**src/overlay_macros.svh**
```systemverilog
`ifndef OVERLAY_MACROS_SVH
`define OVERLAY_MACROS_SVH

// Bus widths
`define COORD_W    10
`define CHAR_W     7
`define ROW_W      4
`define ROM_ADDR_W 11        // Character code then font row
`define COLOR_W    3

`define BLANK_CHAR 7'h0A     // Code sent with every background pixel

// Glyphs are 8 columns wide and units follow tens directly
`define GLYPH_W      10'd8
`define PAIR_GLYPHS  10'd2
`define LABEL_GLYPHS 10'd6

`define TIME_Y_TOP 10'd240
`define TIME_Y_BOT 10'd255
`define HOURS_X    10'd295
`define MINUTES_X  10'd319
`define SECONDS_X  10'd342

`define WEEK_Y_TOP 10'd16
`define WEEK_Y_BOT 10'd31
`define LABEL_X    10'd287   // "SEMANA"
`define WEEKNUM_X  10'd343

`define YEAR_Y_TOP 10'd418
`define YEAR_Y_BOT 10'd433
`define PREFIX_X   10'd583   // Fixed "20"
`define YEAR_X     10'd599

`define DAY_Y_TOP  10'd434
`define DAY_Y_BOT  10'd449
`define DAY_X      10'd591

`define DATE_Y_TOP 10'd450   // Weekday and month share this row
`define DATE_Y_BOT 10'd465
`define WEEKDAY_X  10'd575
`define MONTH_X    10'd607

// Last row of each background band, top to bottom
`define BAND_SKY_END    10'd140
`define BAND_RIM_END    10'd151
`define BAND_PANEL1_END 10'd243
`define BAND_STRIPE_END 10'd247
`define BAND_PANEL2_END 10'd338
`define BAND_BASE_END   10'd348
`define BAND_GAP_END    10'd351
`define BAND_LINE_END   10'd353
`define BAND_LOW_END    10'd472
`define BAND_FOOT_END   10'd479

`endif

```
**src/overlay_pkg.sv**
```systemverilog
`include "overlay_macros.svh"

package overlay_pkg;

  // Which text field covers a pixel
  typedef enum logic [4:0] {
    fieldNone,
    fieldHoursD,
    fieldHoursU,
    fieldMinutesD,
    fieldMinutesU,
    fieldSecondsD,
    fieldSecondsU,
    fieldWeekdayD,
    fieldWeekdayU,
    fieldDayD,
    fieldDayU,
    fieldMonthD,
    fieldMonthU,
    fieldYearD,
    fieldYearU,
    fieldWeekD,
    fieldWeekU,
    fieldLabel,       // Letters of "SEMANA"
    fieldYearPrefix   // Fixed "20"
  } fieldT;

  // Palette index
  typedef enum logic [`COLOR_W-1:0] {
    colorSky   = 3'd0,
    colorEdge  = 3'd1,
    colorText  = 3'd2,
    colorPanel = 3'd3
  } colorT;

endpackage

```
**src/pixelIntake.sv**
```systemverilog
`timescale 1ns/1ps
`include "overlay_macros.svh"

module pixelIntake (
  input  logic                clk,
  input  logic                rstN,
  input  logic                inValid,
  output logic                inReady,
  input  logic [`COORD_W-1:0] pixelX,
  input  logic [`COORD_W-1:0] pixelY,
  input  logic [`CHAR_W-1:0]  hoursD, hoursU, minutesD, minutesU,
  input  logic [`CHAR_W-1:0]  secondsD, secondsU, weekdayD, weekdayU,
  input  logic [`CHAR_W-1:0]  dayD, dayU, monthD, monthU,
  input  logic [`CHAR_W-1:0]  yearD, yearU, weekD, weekU,
  input  logic                stageReady,          // Composer takes the held beat
  output logic                stageValid,
  output logic [`COORD_W-1:0] stagePixelX,
  output logic [`COORD_W-1:0] stagePixelY,
  output logic [`CHAR_W-1:0]  stageHoursD, stageHoursU, stageMinutesD, stageMinutesU,
  output logic [`CHAR_W-1:0]  stageSecondsD, stageSecondsU, stageWeekdayD, stageWeekdayU,
  output logic [`CHAR_W-1:0]  stageDayD, stageDayU, stageMonthD, stageMonthU,
  output logic [`CHAR_W-1:0]  stageYearD, stageYearU, stageWeekD, stageWeekU
);

  logic take;

  // A new beat may enter while the old one leaves
  assign inReady = !stageValid || stageReady;
  assign take    = inValid && inReady;

  always_ff @(posedge clk or negedge rstN) begin
    if (!rstN) begin
      stageValid <= 1'b0;
    end else if (inReady) begin
      stageValid <= inValid;
    end
  end

  always_ff @(posedge clk) begin
    if (take) begin
      stagePixelX   <= pixelX;
      stagePixelY   <= pixelY;
      stageHoursD   <= hoursD;
      stageHoursU   <= hoursU;
      stageMinutesD <= minutesD;
      stageMinutesU <= minutesU;
      stageSecondsD <= secondsD;
      stageSecondsU <= secondsU;
      stageWeekdayD <= weekdayD;
      stageWeekdayU <= weekdayU;
      stageDayD     <= dayD;
      stageDayU     <= dayU;
      stageMonthD   <= monthD;
      stageMonthU   <= monthU;
      stageYearD    <= yearD;
      stageYearU    <= yearU;
      stageWeekD    <= weekD;
      stageWeekU    <= weekU;
    end
  end

endmodule

```
**src/fieldLocator.sv**
```systemverilog
`timescale 1ns/1ps
`include "overlay_macros.svh"

module fieldLocator (
  input  logic [`COORD_W-1:0] pixelX,
  input  logic [`COORD_W-1:0] pixelY,
  output overlay_pkg::fieldT  field,
  output logic [`CHAR_W-1:0]  labelChar
);

  logic [`COORD_W-1:0] labelOff;   // Column inside the label

  // Pixel inside a run of glyphs starting at column x0
  function automatic logic inWin(
    input logic [`COORD_W-1:0] x,
    input logic [`COORD_W-1:0] y,
    input logic [`COORD_W-1:0] x0,
    input logic [`COORD_W-1:0] glyphs,
    input logic [`COORD_W-1:0] yTop,
    input logic [`COORD_W-1:0] yBot
  );
    logic [`COORD_W-1:0] xEnd;
    xEnd = x0 + glyphs * `GLYPH_W;
    return (x >= x0) && (x < xEnd) && (y >= yTop) && (y <= yBot);
  endfunction

  // Left glyph of a pair holds the tens digit
  function automatic logic leftGlyph(
    input logic [`COORD_W-1:0] x,
    input logic [`COORD_W-1:0] x0
  );
    return x < x0 + `GLYPH_W;
  endfunction

  assign labelOff = pixelX - `LABEL_X;

  // First hit in table order wins
  always_comb begin
    field     = overlay_pkg::fieldNone;
    labelChar = `BLANK_CHAR;
    if (inWin(pixelX, pixelY, `HOURS_X, `PAIR_GLYPHS, `TIME_Y_TOP, `TIME_Y_BOT)) begin
      field = leftGlyph(pixelX, `HOURS_X) ? overlay_pkg::fieldHoursD
                                          : overlay_pkg::fieldHoursU;
    end else if (inWin(pixelX, pixelY, `MINUTES_X, `PAIR_GLYPHS, `TIME_Y_TOP, `TIME_Y_BOT)) begin
      field = leftGlyph(pixelX, `MINUTES_X) ? overlay_pkg::fieldMinutesD
                                            : overlay_pkg::fieldMinutesU;
    end else if (inWin(pixelX, pixelY, `SECONDS_X, `PAIR_GLYPHS, `TIME_Y_TOP, `TIME_Y_BOT)) begin
      field = leftGlyph(pixelX, `SECONDS_X) ? overlay_pkg::fieldSecondsD
                                            : overlay_pkg::fieldSecondsU;
    end else if (inWin(pixelX, pixelY, `LABEL_X, `LABEL_GLYPHS, `WEEK_Y_TOP, `WEEK_Y_BOT)) begin
      field = overlay_pkg::fieldLabel;
      case (labelOff[5:3])            // Glyph slot within "SEMANA"
        3'd0:    labelChar = 7'h53;   // S
        3'd1:    labelChar = 7'h45;   // E
        3'd2:    labelChar = 7'h4D;   // M
        3'd4:    labelChar = 7'h4E;   // N
        default: labelChar = 7'h41;   // A at slots 3 and 5
      endcase
    end else if (inWin(pixelX, pixelY, `WEEKNUM_X, `PAIR_GLYPHS, `WEEK_Y_TOP, `WEEK_Y_BOT)) begin
      field = leftGlyph(pixelX, `WEEKNUM_X) ? overlay_pkg::fieldWeekD
                                            : overlay_pkg::fieldWeekU;
    end else if (inWin(pixelX, pixelY, `PREFIX_X, `PAIR_GLYPHS, `YEAR_Y_TOP, `YEAR_Y_BOT)) begin
      field     = overlay_pkg::fieldYearPrefix;
      labelChar = leftGlyph(pixelX, `PREFIX_X) ? 7'h32 : 7'h30;   // "2" then "0"
    end else if (inWin(pixelX, pixelY, `YEAR_X, `PAIR_GLYPHS, `YEAR_Y_TOP, `YEAR_Y_BOT)) begin
      field = leftGlyph(pixelX, `YEAR_X) ? overlay_pkg::fieldYearD
                                         : overlay_pkg::fieldYearU;
    end else if (inWin(pixelX, pixelY, `DAY_X, `PAIR_GLYPHS, `DAY_Y_TOP, `DAY_Y_BOT)) begin
      field = leftGlyph(pixelX, `DAY_X) ? overlay_pkg::fieldDayD
                                        : overlay_pkg::fieldDayU;
    end else if (inWin(pixelX, pixelY, `WEEKDAY_X, `PAIR_GLYPHS, `DATE_Y_TOP, `DATE_Y_BOT)) begin
      field = leftGlyph(pixelX, `WEEKDAY_X) ? overlay_pkg::fieldWeekdayD
                                            : overlay_pkg::fieldWeekdayU;
    end else if (inWin(pixelX, pixelY, `MONTH_X, `PAIR_GLYPHS, `DATE_Y_TOP, `DATE_Y_BOT)) begin
      field = leftGlyph(pixelX, `MONTH_X) ? overlay_pkg::fieldMonthD
                                          : overlay_pkg::fieldMonthU;
    end
  end

endmodule

```
**src/bandClassifier.sv**
```systemverilog
`timescale 1ns/1ps
`include "overlay_macros.svh"

module bandClassifier (
  input  logic [`COORD_W-1:0] pixelY,
  output overlay_pkg::colorT  bandColor
);

  // Bands are checked top to bottom so each test needs only the upper limit
  always_comb begin
    if (pixelY <= `BAND_SKY_END) begin
      bandColor = overlay_pkg::colorSky;
    end else if (pixelY <= `BAND_RIM_END) begin
      bandColor = overlay_pkg::colorEdge;    // Top rim of the panel
    end else if (pixelY <= `BAND_PANEL1_END) begin
      bandColor = overlay_pkg::colorPanel;
    end else if (pixelY <= `BAND_STRIPE_END) begin
      bandColor = overlay_pkg::colorEdge;    // Dark stripe across the panel
    end else if (pixelY <= `BAND_PANEL2_END) begin
      bandColor = overlay_pkg::colorPanel;
    end else if (pixelY <= `BAND_BASE_END) begin
      bandColor = overlay_pkg::colorEdge;
    end else if (pixelY <= `BAND_GAP_END) begin
      bandColor = overlay_pkg::colorSky;
    end else if (pixelY <= `BAND_LINE_END) begin
      bandColor = overlay_pkg::colorEdge;
    end else if (pixelY <= `BAND_LOW_END) begin
      bandColor = overlay_pkg::colorSky;
    end else if (pixelY <= `BAND_FOOT_END) begin
      bandColor = overlay_pkg::colorText;    // Bottom strip
    end else begin
      bandColor = overlay_pkg::colorSky;     // Off-screen rows
    end
  end

endmodule

```
**src/pixelComposer.sv**
```systemverilog
`timescale 1ns/1ps
`include "overlay_macros.svh"

module pixelComposer (
  input  logic                   clk,
  input  logic                   rstN,
  input  logic                   stageValid,
  output logic                   stageReady,
  input  logic [`COORD_W-1:0]    pixelY,
  input  overlay_pkg::fieldT     field,
  input  logic [`CHAR_W-1:0]     labelChar,
  input  overlay_pkg::colorT     bandColor,
  input  logic [`CHAR_W-1:0]     stageHoursD, stageHoursU, stageMinutesD, stageMinutesU,
  input  logic [`CHAR_W-1:0]     stageSecondsD, stageSecondsU, stageWeekdayD, stageWeekdayU,
  input  logic [`CHAR_W-1:0]     stageDayD, stageDayU, stageMonthD, stageMonthU,
  input  logic [`CHAR_W-1:0]     stageYearD, stageYearU, stageWeekD, stageWeekU,
  output logic                   outValid,
  input  logic                   outReady,
  output logic [`ROM_ADDR_W-1:0] romAddr,
  output logic [`COLOR_W-1:0]    colorIdx,
  output logic                   bgSelect
);

  logic [`CHAR_W-1:0] charCode;
  logic               isBackground;
  logic               load;

  always_comb begin
    case (field)
      overlay_pkg::fieldHoursD:     charCode = stageHoursD;
      overlay_pkg::fieldHoursU:     charCode = stageHoursU;
      overlay_pkg::fieldMinutesD:   charCode = stageMinutesD;
      overlay_pkg::fieldMinutesU:   charCode = stageMinutesU;
      overlay_pkg::fieldSecondsD:   charCode = stageSecondsD;
      overlay_pkg::fieldSecondsU:   charCode = stageSecondsU;
      overlay_pkg::fieldWeekdayD:   charCode = stageWeekdayD;
      overlay_pkg::fieldWeekdayU:   charCode = stageWeekdayU;
      overlay_pkg::fieldDayD:       charCode = stageDayD;
      overlay_pkg::fieldDayU:       charCode = stageDayU;
      overlay_pkg::fieldMonthD:     charCode = stageMonthD;
      overlay_pkg::fieldMonthU:     charCode = stageMonthU;
      overlay_pkg::fieldYearD:      charCode = stageYearD;
      overlay_pkg::fieldYearU:      charCode = stageYearU;
      overlay_pkg::fieldWeekD:      charCode = stageWeekD;
      overlay_pkg::fieldWeekU:      charCode = stageWeekU;
      overlay_pkg::fieldLabel,
      overlay_pkg::fieldYearPrefix: charCode = labelChar;   // Fixed letters
      default:                      charCode = `BLANK_CHAR;
    endcase
  end

  assign isBackground = (field == overlay_pkg::fieldNone);

  // Output register is free when empty or being drained
  assign stageReady = !outValid || outReady;
  assign load       = stageReady && stageValid;

  always_ff @(posedge clk or negedge rstN) begin
    if (!rstN) begin
      outValid <= 1'b0;
    end else if (stageReady) begin
      outValid <= stageValid;
    end
  end

  // Result holds while the sink stalls
  always_ff @(posedge clk) begin
    if (load) begin
      romAddr  <= {charCode, pixelY[`ROW_W-1:0]};   // Glyph then font row
      colorIdx <= isBackground ? bandColor : overlay_pkg::colorText;
      bgSelect <= isBackground;
    end
  end

endmodule

```
**src/overlayTop.sv**
```systemverilog
`timescale 1ns/1ps
`include "overlay_macros.svh"

module overlayTop (
  input  logic                   clk,
  input  logic                   rstN,
  input  logic                   inValid,
  output logic                   inReady,
  input  logic [`COORD_W-1:0]    pixelX,
  input  logic [`COORD_W-1:0]    pixelY,
  input  logic [`CHAR_W-1:0]     hoursD, hoursU, minutesD, minutesU,
  input  logic [`CHAR_W-1:0]     secondsD, secondsU, weekdayD, weekdayU,
  input  logic [`CHAR_W-1:0]     dayD, dayU, monthD, monthU,
  input  logic [`CHAR_W-1:0]     yearD, yearU, weekD, weekU,
  output logic                   outValid,
  input  logic                   outReady,
  output logic [`ROM_ADDR_W-1:0] romAddr,
  output logic [`COLOR_W-1:0]    colorIdx,
  output logic                   bgSelect
);

  // Intake stage to composer
  logic                stageValid;
  logic                stageReady;
  logic [`COORD_W-1:0] stagePixelX;
  logic [`COORD_W-1:0] stagePixelY;
  logic [`CHAR_W-1:0]  stageHoursD, stageHoursU, stageMinutesD, stageMinutesU;
  logic [`CHAR_W-1:0]  stageSecondsD, stageSecondsU, stageWeekdayD, stageWeekdayU;
  logic [`CHAR_W-1:0]  stageDayD, stageDayU, stageMonthD, stageMonthU;
  logic [`CHAR_W-1:0]  stageYearD, stageYearU, stageWeekD, stageWeekU;

  // Classifier results for the held pixel
  overlay_pkg::fieldT  field;
  logic [`CHAR_W-1:0]  labelChar;
  overlay_pkg::colorT  bandColor;

  pixelIntake uIntake (.*);   // All ports share names with the top level

  fieldLocator uLocator (
    .pixelX    (stagePixelX),
    .pixelY    (stagePixelY),
    .field     (field),
    .labelChar (labelChar)
  );

  bandClassifier uBands (
    .pixelY    (stagePixelY),
    .bandColor (bandColor)
  );

  // Row bits come from the held pixel, not the raw input
  pixelComposer uComposer (
    .pixelY (stagePixelY),
    .*
  );

endmodule

```
**config.mk**
```make
export PLATFORM = sky130hd
export DESIGN_NAME = overlayTop
export DESIGN_NICKNAME = d
export VERILOG_FILES = /design/src/overlay_pkg.sv /design/src/pixelIntake.sv /design/src/fieldLocator.sv /design/src/bandClassifier.sv /design/src/pixelComposer.sv /design/src/overlayTop.sv
export VERILOG_INCLUDE_DIRS = /design/src
export SDC_FILE = /design/constraint.sdc
export NUM_CORES = 1
export LEC_CHECK = 0
export BUFFER_PORTS_ARGS = -buffer_cell sky130_fd_sc_hd__clkbuf_2
export CORE_ASPECT_RATIO = 1.4
export CORE_MARGIN = 2
export CORE_UTILIZATION = 49
export DETAILED_ROUTE_END_ITERATION = 10
export PLACE_DENSITY = 0.86
export SLEW_MARGIN = 10
export SYNTH_ARGS = -nofsm -noshare
export SYNTH_HDL_FRONTEND = slang
export SYNTH_HIERARCHICAL = 1
export SYNTH_SLANG_ARGS = --single-unit
```
**constraint.sdc**
```tcl
create_clock -name clk -period 3.33 [get_ports clk]
set_clock_uncertainty 0.05 [all_clocks]
set_input_delay 0.4995 -clock clk [delete_from_list [all_inputs] [get_ports clk]]
set_output_delay 0.4995 -clock clk [all_outputs]
set_load 0.01 [all_outputs]
```
Yosys cells after proc, flatten, opt, wreduce, memory -nomap -nowiden
Index checks and enable logic that the tools add are counted.

Flip-flop bits (word level): 149. Bits of input ports: 136. Output and inout bits: 17. Logic and storage cells: 170.

$add $sub $neg: 1. Order comparisons: 44. Equal/unequal tests: 21. Muxes and demuxes: 37. Bitwise gates (word level): 1. Reduce and logical (&&, ||, !) cells: 41.

Operator list (count): $pmux W7 S17 (1); $le A10 B9 Y1 const B (9); $ge A10 B9 Y1 const B (8); $lt A10 B9 Y1 const B (8); $lt A10 B10 Y1 const B (6); $mux W5 (11); $ge A10 B10 Y1 const B (5); $le A10 B8 Y1 const B (5); $mux W7 (6); $eq A5 B4 Y1 const B (8); $logic_and A1 B1 Y1 (32); $mux W2 (15); $eq A5 B3 Y1 const B (4); $pmux W5 S4 (1); $eq A5 B5 Y1 const B (3); $eq A5 B2 Y1 const B (2); $ge A10 B5 Y1 const B (1); $ge A10 B8 Y1 const B (1); $le A10 B5 Y1 const B (1); $reduce_or A10 Y1 (1); $mux W3 (2); $sub A6 B5 Y6 const B (1); $eq A5 B1 Y1 const B (1); $logic_not A5 Y1 (1); other kinds (9) (12).

Depth between registers and ports, before layout
Gate-level depths: netlist of run 1.

Word-level depth: 17. Gate-level depth with buffers: 16. Mapped depth without buffers: 11.

By module
The synthesis of run 1 kept the hierarchy.

By module, submodules not included: pixelIntake (instances 1, cells an instance 136, area an instance 4017.6 µm², seq. area each 3988.8 µm²); pixelComposer (instances 1, cells an instance 187, area an instance 1690.4 µm², seq. area each 475.5 µm²); fieldLocator (instances 1, cells an instance 140, area an instance 918.4 µm², seq. area each 0.0 µm²); bandClassifier (instances 1, cells an instance 28, area an instance 192.7 µm², seq. area each 0.0 µm²).

Worst setup path before layout of run 1
Ideal clock, no wire load.

Path kind: register -> register. Start: register uIntake.stagePixelY[6]. End: register uComposer.romAddr[8] (data pin). Library setup time: 0.263 ns. Arrival time: 3.228 ns. Data required time: 3.017 ns. Setup slack: -0.211 ns. Cell stages (with the launch flop): 13. Buffers on the path: 2. Period minus slack after synthesis: 3.541 ns. Cell sequence: edfxtp_1 nand2b_4 or4b_1 a2111oi_2 o21ai_1 and4_1 o22ai_1 buf_2 buf_2 mux4_2 a222oi_1 nand4_1 a2111o_1.

Longest elaborated chain between the ends: 16. Elaborated cells on any way between the ends: 66. Classes of those cells: order compare: 10; eq/ne: 18; mux: 17; reduce/logical: 21.

Ends and longest elaborated chain: start: declaration (RTL line pixelIntake.sv:18) `` output logic [`COORD_W-1:0] stagePixelY, ``; start signal: assignment (RTL line pixelIntake.sv:42) `stagePixelY <= pixelY;`; $ge A10 B9 Y1 (RTL line fieldLocator.sv:24) `return (x >= x0) && (x < xEnd) && (y >= yTop) && (y <= yBot);`; $logic_and A1 B1 Y1 (2 in series) (RTL line fieldLocator.sv:24); $mux W5 (RTL line fieldLocator.sv:74) `` end else if (inWin(pixelX, pixelY, `MONTH_X, `PAIR_GLYPHS, `DATE_Y_TOP, `DATE_Y_BOT)) begin ``; $mux W5 (RTL line fieldLocator.sv:71) `` end else if (inWin(pixelX, pixelY, `WEEKDAY_X, `PAIR_GLYPHS, `DATE_Y_TOP, `DATE_Y_BOT)) begin ``; $mux W5 (RTL line fieldLocator.sv:68) `` end else if (inWin(pixelX, pixelY, `DAY_X, `PAIR_GLYPHS, `DAY_Y_TOP, `DAY_Y_BOT)) begin ``; $mux W5 (RTL line fieldLocator.sv:65) `` end else if (inWin(pixelX, pixelY, `YEAR_X, `PAIR_GLYPHS, `YEAR_Y_TOP, `YEAR_Y_BOT)) begin ``; $mux W5 (RTL line fieldLocator.sv:62) `` end else if (inWin(pixelX, pixelY, `PREFIX_X, `PAIR_GLYPHS, `YEAR_Y_TOP, `YEAR_Y_BOT)) begin ``; $mux W5 (RTL line fieldLocator.sv:59) `` end else if (inWin(pixelX, pixelY, `WEEKNUM_X, `PAIR_GLYPHS, `WEEK_Y_TOP, `WEEK_Y_BOT)) begin ``; $mux W5 (RTL line fieldLocator.sv:50) `` end else if (inWin(pixelX, pixelY, `LABEL_X, `LABEL_GLYPHS, `WEEK_Y_TOP, `WEEK_Y_BOT)) begin ``; $mux W5 (RTL line fieldLocator.sv:47) `` end else if (inWin(pixelX, pixelY, `SECONDS_X, `PAIR_GLYPHS, `TIME_Y_TOP, `TIME_Y_BOT)) begin ``; $mux W5 (RTL line fieldLocator.sv:44) `` end else if (inWin(pixelX, pixelY, `MINUTES_X, `PAIR_GLYPHS, `TIME_Y_TOP, `TIME_Y_BOT)) begin ``; $mux W5 * (RTL line fieldLocator.sv:41) `` if (inWin(pixelX, pixelY, `HOURS_X, `PAIR_GLYPHS, `TIME_Y_TOP, `TIME_Y_BOT)) begin ``; via field[1] (RTL line overlayTop.sv:33) `overlay_pkg::fieldT field;`; $eq A5 B5 Y1 (RTL line pixelComposer.sv:29) `case (field)`; $reduce_or A2 Y1 (RTL line pixelComposer.sv:29); $pmux W7 S17 * (RTL line pixelComposer.sv:29); via uComposer.charCode[4] (RTL line pixelComposer.sv:24) `` logic [`CHAR_W-1:0] charCode; ``; end signal: assignment (RTL line pixelComposer.sv:69) `` romAddr <= {charCode, pixelY[`ROW_W-1:0]}; ``; end: declaration (RTL line pixelComposer.sv:19) `` output logic [`ROM_ADDR_W-1:0] romAddr, ``.

Mark *: on every way through the listed nets, which the timed path passes. The rest lies on a longest branch. A chain may end at the register's enable or synchronous reset.

Worst setup path in the final report of run 1
Start: register uIntake.stagePixelX[1]. End: register uComposer.romAddr[8] (data pin).

Longest elaborated chain between the ends: 17. Elaborated cells on any way between the ends: 104. Classes of those cells: add/sub: 1; order compare: 24; eq/ne: 21; mux: 26; reduce/logical: 32.

Ends and longest elaborated chain: start: declaration (RTL line pixelIntake.sv:17) `` output logic [`COORD_W-1:0] stagePixelX, ``; start signal: assignment (RTL line pixelIntake.sv:41) `stagePixelX <= pixelX;`; $ge A10 B10 Y1 or $lt A10 B10 Y1 (tied branches) (RTL line fieldLocator.sv:24); $logic_and A1 B1 Y1 (3 in series) (RTL line fieldLocator.sv:24); $mux W5 (RTL line fieldLocator.sv:74); $mux W5 (RTL line fieldLocator.sv:71); $mux W5 (RTL line fieldLocator.sv:68); $mux W5 (RTL line fieldLocator.sv:65); $mux W5 (RTL line fieldLocator.sv:62); $mux W5 (RTL line fieldLocator.sv:59); $mux W5 (RTL line fieldLocator.sv:50); $mux W5 (RTL line fieldLocator.sv:47); $mux W5 (RTL line fieldLocator.sv:44); $mux W5 * (RTL line fieldLocator.sv:41); via field[1] (RTL line overlayTop.sv:33); $eq A5 B5 Y1 (RTL line pixelComposer.sv:29); $reduce_or A2 Y1 (RTL line pixelComposer.sv:29); $pmux W7 S17 * (RTL line pixelComposer.sv:29); via uComposer.charCode[4] (RTL line pixelComposer.sv:24).

Marked as above.

==> results of run 1 <==
[synthesized netlist by cell type (all sizes together) (3+ instances only)]
master | count | area, µm²
nor2 | 27 | 101
nor3 | 15 | 80.1
clkbuf | 3 | 12.5
o21ai | 16 | 80.1
or4 | 3 | 22.5
a22oi | 17 | 128
nand3 | 17 | 85.1
or3 | 8 | 55.1
nor3b | 3 | 37.5
a311oi | 5 | 50.0
a211oi | 3 | 22.5
mux2 | 7 | 78.8
nor4 | 7 | 65.1
buf | 24 | 179
nand3b | 4 | 30.0
and2 | 4 | 27.5
a21oi | 20 | 108
nand2b | 11 | 86.3
nand4 | 9 | 56.3
a2111oi | 3 | 57.6
a221oi | 3 | 26.3
and3 | 7 | 43.8
nand4b | 5 | 43.8
edfxtp | 147 | 4410
nor2b | 6 | 37.5
a31oi | 11 | 68.8
inv | 7 | 26.3
a32o | 3 | 30.0
o2111ai | 3 | 26.3
mux2i | 8 | 80.1
a32oi | 5 | 43.8
nand2 | 32 | 125
[cell families after synthesis]
family | synth area share [%]
AND/OR/NAND/NOR | 14.7
flip-flops | 65.5
AO/OA/AOI/OAI | 13.0
buffers and inverters | 3.19
multiplexers | 2.99
XOR/XNOR | 0.624
other | 0.0550
[stage by stage]
stage	util (%)	TNS, ns	cells
after floorplan	-	-0.313	491
after detailed placement	62.7	-3.71	923
after CTS	69.7	-2.49	977
after global routing	73.1	-3.90	1000
after global placement	62.7	-3.30	923
final	73.1	-3.13	1000
[area by class of cell]
cell class / instances / area, µm² / area share (%)
Multi-Input combinational cell: 310 / 2600 / 25.8
Clock inverter: 15 / 164 / 1.63
Timing Repair Buffer: 317 / 2160 / 21.5
Clock buffer: 17 / 425 / 4.22
Tap cell: 185 / 231 / 2.30
Sequential cell: 149 / 4460 / 44.3
Inverter: 7 / 26.3 / 0.261
[power breakdown]
part	switching [mW]	leakage [nW]	total [mW]	internal, mW
logic	0.220	2.30	0.418	0.198
clock network	0.819	0.283	1.88	1.06
registers	0.0581	1.43	2.27	2.21
total	1.10	4.01	4.56	3.46
[per-layer routing]
layer	wire (µm)	up-vias	part of all wire [%]
li1	-	2611	-
met1	7180	2826	33
met2	11900	327	55
met3	1200	92	5.5
met4	1220	0	5.7
met5	0	-	0
[what timing repair did]
action / CTS / global route
setup endpoints to repair: 9 / 9
pin swaps: 20 / 32
buffers inserted: 19 / 26
resized for setup: 36 / 62
endpoints found under the hold margin: 2 / 0
hold buffers: 1 / 0
cloned: 2 / 0
[critical path, delay by kind of cell, from the launching register on]
family / cells / cell delay, ns
and+or+nand+nor: 5 / 0.97
AOI/OAI and AO/OA: 4 / 1.08
buffers and inverters: 5 / 0.74
DFF: 1 / 0.43
muxes: 1 / 0.32
[cell usage in the layout (no fill, tap or decap), types with 5 or more instances in the layout]
cell type  instances
clkbuf_2         152
edfxtp_1         147
buf_4            133
nand2_1           29
buf_6             25
nor2_1            23
clkbuf_16         17
a21oi_1           16
nand3_1           15
a22oi_1           14
o21ai_0           11
nor3_1             9
nand4_1            9
a31oi_1            8
inv_1              7
nand2b_1           7
inv_6              6
or3_1              6
nor2b_1            5
mux2i_1            5
mux2_2             5
nand4b_1           5
and3_1             5
[final timing paths]
path | end | slack, ns | depth (start not counted)
worst max-delay path | uComposer/romAddr[8] | -0.53 | 15
worst min-delay path | uIntake/stageMinutesU[3] | 0.19 | 1
worst max register to register | uComposer/romAddr[8] | -0.53 | 15
worst min register to register | uComposer/outValid | 0.52 | 2
max in group asynchronous | uIntake/stageValid | 2.78 | 2
min in group asynchronous | uComposer/outValid | 0.35 | 2
==> results.yml, run 1 <==
logic_synthesis:
  synth_edf_count: 147
  syn-cell-area_um2: 6820
  ys_ff_latch: 149
  syn_area_per_cell_um2: 13.9
  synth-async-reset-ratio_pct: 1.34
  ys_seq_area_share_pct: 65.5
  syn-num-nets: 627
  yosys_warnings: 6
  synth_cell_types: 88
  netlist_instances: 491
  synthFlopType: "edfxtp_1"
critical_path:
  rr_startpoint: "uIntake/stagePixelX[1]"
  arrival_ns: 3.98
  crit_top_cell: "buf_4"
  endpoint_kind: "flip-flop"
  cp_slowest_cell: "edfxtp_1"
  crit_chain: "buf_4, and4_4, or3_4, a2111oi_4, buf_4, o32ai_4, and4_4, o22ai_4, buf_4, buf_6, buf_12, mux2_2, nand3_1, nand4_1, a2111o_1"
  cpPeakStageDelay_ns: 0.43
  start_kind: "flip-flop"
  worst-setup-path-type: "flip-flop to flip-flop"
  worst-path-max-fanout: 5
  worstPathRequired_ns: 3.45
  cp-startpoint: "uIntake/stagePixelX[1]"
hold_path:
  worstHoldStart: "minutesU[3]"
  min_path_type: "input port to flip-flop"
route:
  dr.pass1.iters: 6
  ant_nets: 0
  vias: 5856
  post_drt_wl_per_cell_um: 21.5
  routed_wl_mm: 21.5
  drc: 0
  viasPerCell: 5.86
  drt_iter0_markers: 518
power_and_ir_drop:
  ir_drop_uv: 397
  leakagePower_nw: 4.01
  finalPower_mw: 4.56
  powerDensity_nw_per_um2: 453
layout:
  area_growth_pct: 47.7
  drive_above_1_share_pct: 53.6
  n_fill_cell: 933
  largest_reg_flops: 11
  diodes: 0
  finalNetCount: 938
  top_register: "uComposer/romAddr"
  reg_top3: "uComposer/romAddr (11), uIntake/stagePixelX (10), uIntake/stagePixelY (10)"
  final_area_um2: 10100
place:
  placed_area_um2: 8640
  pre_cts_slack_ns: -0.588
  dp_hpwl_mm: 15.2
  portBuffers: 152
  gp_congestion: 0.968
global_route:
  antenna_found_initial: 0
  gr-usage-all-layers_pct: 27.8
  grt_max_degree: 55
  grt_pass1_vias: 5893
  grt_first_pass_wirelength_mm: 30.8
  grt_use_met1_pct: 28.3
  use_met2_pct: 52.9
  grt_util_met3_pct: 4.85
  grt.busiest_layer: "met2"
  grt-ovfl-total: 0
die:
  core_area_um2: 13800
  num_rows: 51
  die_w_um: 104
  die_y_um: 144
  initial_core_util_pct: 49.5
  io-pin-count: 153
  dieArea_um2: 14900
timing:
  tightest_slew_ns: 0.794
  whs_ns: 0.193
  final-max-slew-violation-count: 0
  finalSetupViolCount: 8
  fmax_mhz: 259
  hold_viol: 0
  min_period_ns: 3.86
  rsz0062_at_grt: "true"
  min_period_over_period_pct: 116
  relSlewSlack_pct: 47.1
  setup_slack_ns: -0.529
clock_network:
  cts.sink_count: 149
  cts.path.max_buffers: 2
  htreeDepth: 4
  cts_tree: "yes"
  cts_made_buffers: 17
  cts_root_buf: "clkbuf_16"
  path_clk_slew_ns: 0.06
  clkLatencyLatePin_ns: 0.43
run:
  cap_viol_max_count: 0
outcome:
  outcome: "complete, but fails checks"
  violations: "setup timing"
Note: power is estimated with default switching activity, not from simulation.
==> run 2: changes to the inputs <==
- BUFFER_PORTS_ARGS: -buffer_cell sky130_fd_sc_hd__clkbuf_2 -> -buffer_cell sky130_fd_sc_hd__buf_2
- CELL_PAD_IN_SITES_DETAIL_PLACEMENT: unset -> 1
- CELL_PAD_IN_SITES_GLOBAL_PLACEMENT: unset -> 2
- CORE_UTILIZATION: 49 -> 33
==> run 2 against run 1 <==
The run still ends with setup timing left. Via count decreased by 5.2%. Flip-flop and latch count unchanged. Combinational power increased by 2%.
==> results.yml, run 2 (synthesis results as in run 1) <==
global_route:
  grt_max_degree: 133
  antenna_found_initial: 0
  gr-usage-all-layers_pct: 21.7
  grt-ovfl-total: 0
  grt_first_pass_wirelength_mm: 35.8
  grt_pass1_vias: 6233
route:
  drt_iter0_markers: 327
  post_drt_wl_per_cell_um: 22.3
  viasPerCell: 5.23
  vias: 5552
  ant_nets: 0
  routed_wl_mm: 23.7
  drc: 0
  dr.pass1.iters: 4
hold_path:
  holdPathEnd: "uIntake/stageMonthD[6]"
  worstHoldStart: "monthD[6]"
  whs_path_depth: 1
  min_path_type: "input port to flip-flop"
critical_path:
  crit_buf_inv: 3
  start_kind: "flip-flop"
  arrival_ns: 3.78
  worst-setup-path-type: "flip-flop to flip-flop"
  worst-path-max-fanout: 5
  crit_family: "simple AND/OR/NAND/NOR gates"
  cpPeakStageDelay_ns: 0.48
  r2r_cells: 14
  rr_endpoint: "uComposer/romAddr[9]"
  r2r_slack_ns: -0.34
  endpoint_kind: "flip-flop"
  crit_chain: "buf_6, buf_4, a311o_2, nand4_1, nor4_4, a211oi_4, and4_4, o22ai_4, buf_6, or2b_4, a21oi_4, a221oi_2, nand2_1, or4_1"
  rr_startpoint: "uIntake/stagePixelX[0]"
  crit_top_cell: "buf_6"
  cp_slowest_cell: "or4_1"
  worstPathRequired_ns: 3.44
place:
  dp_hpwl_mm: 17.2
  gp_congestion: 0.908
  portBuffers: 152
die:
  core_area_um2: 20400
  die_w_um: 125
  die_y_um: 174
  initial_core_util_pct: 33.4
  dieArea_um2: 21800
  num_rows: 62
  io-pin-count: 153
outcome:
  violations: "setup timing"
  outcome: "complete, but fails checks"
layout:
  layout_common_cells: "152 x buf_2, 147 x edfxtp_1, 131 x buf_4"
  utilization_pct: 49.5
  finalNetCount: 929
  area_growth_pct: 48.1
  reg_top3: "uComposer/romAddr (11), uIntake/stagePixelX (10), uIntake/stagePixelY (10)"
  largest_reg_flops: 11
  diodes: 0
  drive_above_1_share_pct: 53.7
  final_common_cell: "buf_2"
  top_register: "uComposer/romAddr"
timing:
  setup_tns_ns: -1.82
  final-max-slew-violation-count: 0
  fmax_mhz: 272
  relSlewSlack_pct: 42.5
  min_period_over_period_pct: 110
  finalSetupViolCount: 8
  tightest_slew_ns: 0.863
  setup_slack_ns: -0.343
  min_period_ns: 3.67
  whs_ns: 0.183
  hold_viol: 0
  rsz0062_at_grt: "true"
clock_network:
  cts_made_buffers: 17
  cts.sink_count: 149
  htreeDepth: 4
  clkLatencyLatePin_ns: 0.44
  cts_tree: "yes"
  path_clk_slew_ns: 0.06
  cts_root_buf: "clkbuf_16"
  cts.path.max_buffers: 2
power_and_ir_drop:
  ir_drop_uv: 384
  leakagePower_nw: 3.92
  powerDensity_nw_per_um2: 462
run:
  cap_viol_max_count: 0
[run 2: layout make-up]
cell class	instances	area, µm²
Fill cell	2144	10300
Sequential cell	149	4460
Multi-Input combinational cell	309	2610
Timing Repair Buffer	309	2070
Clock buffer	17	425
Tap cell	256	320
Clock inverter	15	179
Inverter	7	26.3
[run 2: how the worst max path moves through the flow]
stage | from | end | slack, ns | cells past startpoint
global route | uIntake/stagePixelY[1] | uComposer/romAddr[5] | -0.48 | 12
global placement | uIntake/stagePixelY[9] | uComposer/romAddr[5] | -0.31 | 12
CTS | uIntake/stagePixelY[2] | uComposer/romAddr[5] | -0.24 | 12
floorplan | uIntake/stagePixelX[2] | uComposer/romAddr[9] | -0.09 | 15
finish | uIntake/stagePixelX[0] | uComposer/romAddr[9] | -0.34 | 14
detailed placement | uIntake/stagePixelY[1] | uComposer/romAddr[10] | -0.42 | 12
[run 2: layer usage]
metal / track usage, % / vias up / share of wire [%]
met5: 0 / - / 0
met4: 10.4 / 0 / 4.2
met3: 4.12 / 59 / 3.4
met2: 41.5 / 172 / 57
met1: 22.3 / 2741 / 35
li1: - / 2580 / -
[run 2: report_power, final]
group / internal [mW] / total [mW] / switching [mW]
Combinational: 0.199 / 0.425 / 0.227
Sequential: 2.21 / 2.27 / 0.0625
Clock: 1.18 / 1.97 / 0.784
Total: 3.59 / 4.66 / 1.07
[run 2: through the flow]
stage               power (mW)  worst slack, ns  area (µm²)  std cells
detailed placement        2.68           -0.424        8680        986
floorplan                 2.44          -0.0940        6880        491
global placement          2.66           -0.309        8680        986
CTS                       4.70           -0.238        9860       1051
finish                    4.66           -0.343       10100       1062
global route              4.82           -0.475       10100       1062
[run 2: timing repair]
action,CTS,global route
hold endpoints to repair,2,0
pin swaps,21,16
setup endpoints to repair,8,8
hold buffers,1,0
setup buffers,30,12
gates cloned,2,0
gates resized for setup,70,36
==> run 3: changes to the inputs <==
- CELL_PAD_IN_SITES_DETAIL_PLACEMENT: 1 -> unset
- CELL_PAD_IN_SITES_GLOBAL_PLACEMENT: 2 -> unset
- CORE_MARGIN: 2 -> 4
- CORE_UTILIZATION: 33 -> 49
==> run 3 against run 2 <==
The flow still finishes with violations (setup timing). Clock power shrank 2%. Die area fell by 27%. Global-route usage up 4.8 points. Flip-flop and latch count is the same. Non-clock buffer count decreased by 4. Sequential power is essentially flat. Highest routed layer unchanged.
==> results.yml, run 3 (synthesis results as in run 1) <==
global_route:
  grt_first_pass_wirelength_mm: 31.6
  grt_pass1_vias: 5974
  gr-usage-all-layers_pct: 26.5
  grt_max_degree: 60
  antenna_found_initial: 0
  grt-ovfl-total: 0
die:
  io-pin-count: 153
  die_w_um: 108
  dieArea_um2: 15900
  core_area_um2: 13500
  die_y_um: 148
  num_rows: 50
  initial_core_util_pct: 50.5
critical_path:
  worst-setup-path-type: "flip-flop to flip-flop"
  crit_chain: "buf_6, buf_4, a311o_2, nand4_1, nor4_4, buf_4, inv_1, o2111ai_2, a31oi_4, buf_12, buf_6, mux2i_4, nor3_2, a221oi_1, nand2_1, or4_1"
  start_kind: "flip-flop"
  cpPeakStageDelay_ns: 0.42
  arrival_ns: 3.76
  worst-path-max-fanout: 7
  endpoint_kind: "flip-flop"
  worstPathRequired_ns: 3.44
  r2r_slack_ns: -0.32
  cp_slowest_cell: "a311o_2"
timing:
  min_period_over_period_pct: 110
  fmax_mhz: 274
  hold_viol: 0
  setup_slack_ns: -0.323
  finalSetupViolCount: 7
  final-max-slew-violation-count: 0
  min_period_ns: 3.65
  tightest_slew_ns: 0.880
  relSlewSlack_pct: 41.3
  rsz0062_at_grt: "true"
outcome:
  violations: "setup timing"
  outcome: "complete, but fails checks"
layout:
  layout_common_cells: "152 x buf_2, 147 x edfxtp_1, 135 x buf_4"
  top_register: "uComposer/romAddr"
  drive_above_1_share_pct: 52.4
  final_common_cell: "buf_2"
  n_fill_cell: 894
  area_growth_pct: 44.5
  diodes: 0
  stdcell_count: 984
  utilization_pct: 72.9
  finalNetCount: 925
  register_area_um2: 4460
  multi_input_area_um2: 2540
  largest_reg_flops: 11
  reg_top3: "uComposer/romAddr (11), uIntake/stagePixelX (10), uIntake/stagePixelY (10)"
power_and_ir_drop:
  powerDensity_nw_per_um2: 468
  ir_drop_uv: 378
  leakagePower_nw: 3.88
clock_network:
  cts_tree: "yes"
  path_clk_slew_ns: 0.07
  cts.path.max_buffers: 2
  cts_made_buffers: 17
  clkLatencyLatePin_ns: 0.42
  cts_root_buf: "clkbuf_16"
  cts.sink_count: 149
  htreeDepth: 4
place:
  dp_hpwl_mm: 15.6
  dpl.cell_count: 918
  portBuffers: 152
  gp_congestion: 0.920
run:
  cap_viol_max_count: 0
route:
  viasPerCell: 5.83
  routed_wl_mm: 21.2
  post_drt_wl_per_cell_um: 21.5
  vias: 5737
  dr_wl_met3_mm: 1.20
  drc: 0
  wl_met2_mm: 11.9
  drt_iter0_markers: 540
  ant_nets: 0
  wl_met1_mm: 7.05
  dr.pass1.iters: 6
  top_layer: "met4"
hold_path:
  min_path_type: "input port to flip-flop"
-- run 3: what timing repair did --
item	CTS	global route
hold endpoints to repair	2	0
gates resized for setup	39	41
endpoints found under the setup margin	7	8
pin swaps	23	17
gates cloned	1	0
buffers inserted	25	9
hold buffers	1	0
-- run 3: power breakdown --
| part | leakage (nW) | internal (mW) | switching [mW] |
|---|---|---|---|
| clock network | 0.295 | 1.12 | 0.805 |
| logic | 2.16 | 0.192 | 0.219 |
| registers | 1.43 | 2.21 | 0.0596 |
-- run 3: path summary, 6_finish.rpt --
path	endpoint	cells after the start	start
worst max-delay path	uComposer/romAddr[9]	16	uIntake/stagePixelX[1]
worst min-delay path	uIntake/stagePixelX[8]	1	pixelX[8]
worst max register to register	uComposer/romAddr[9]	16	uIntake/stagePixelX[1]
worst min register to register	uComposer/outValid	2	uComposer/outValid
max in group asynchronous	uIntake/stageValid	2	rstN
min in group asynchronous	uComposer/outValid	2	rstN
-- run 3: routing by layer --
layer  GRT usage, %  up-vias
met2           49.4      304
met3           4.85       72
met4           15.4        0
met1           26.9     2783
li1               -     2578
met5              0        -
-- run 3: metrics by stage --
step / hold slack [ns] / TNS [ns] / setup slack [ns] / power [mW] / instance area, µm²
4_1_cts: 0.184 / -1.55 / -0.253 / 4.61 / 9620
5_1_grt: 0.183 / -2.42 / -0.422 / 4.76 / 9850
3_5_place_dp: 0.235 / -3.08 / -0.522 / 2.66 / 8620
2_1_floorplan: 0.154 / -0.313 / -0.0940 / 2.44 / 6880
3_3_place_gp: 0.234 / -2.62 / -0.490 / 2.65 / 8620
6_report: 0.197 / -1.59 / -0.323 / 4.61 / 9850
-- run 3: area by class of cell --
class                           count  area share [%]
Inverter                            7           0.267
Multi-Input combinational cell    309            25.8
Sequential cell                   149            45.3
Timing Repair Buffer              305            20.3
Clock inverter                     15            1.69
Clock buffer                       17            4.32
Tap cell                          182            2.31
-- run 3: critical path, delay by kind of cell (launching register included) --
kind	cells	cell delay (ns)
AOI/OAI and AO/OA	4	1.07
and+or+nand+nor	5	0.82
buffers and inverters	6	0.77
DFF	1	0.41
muxes	1	0.24
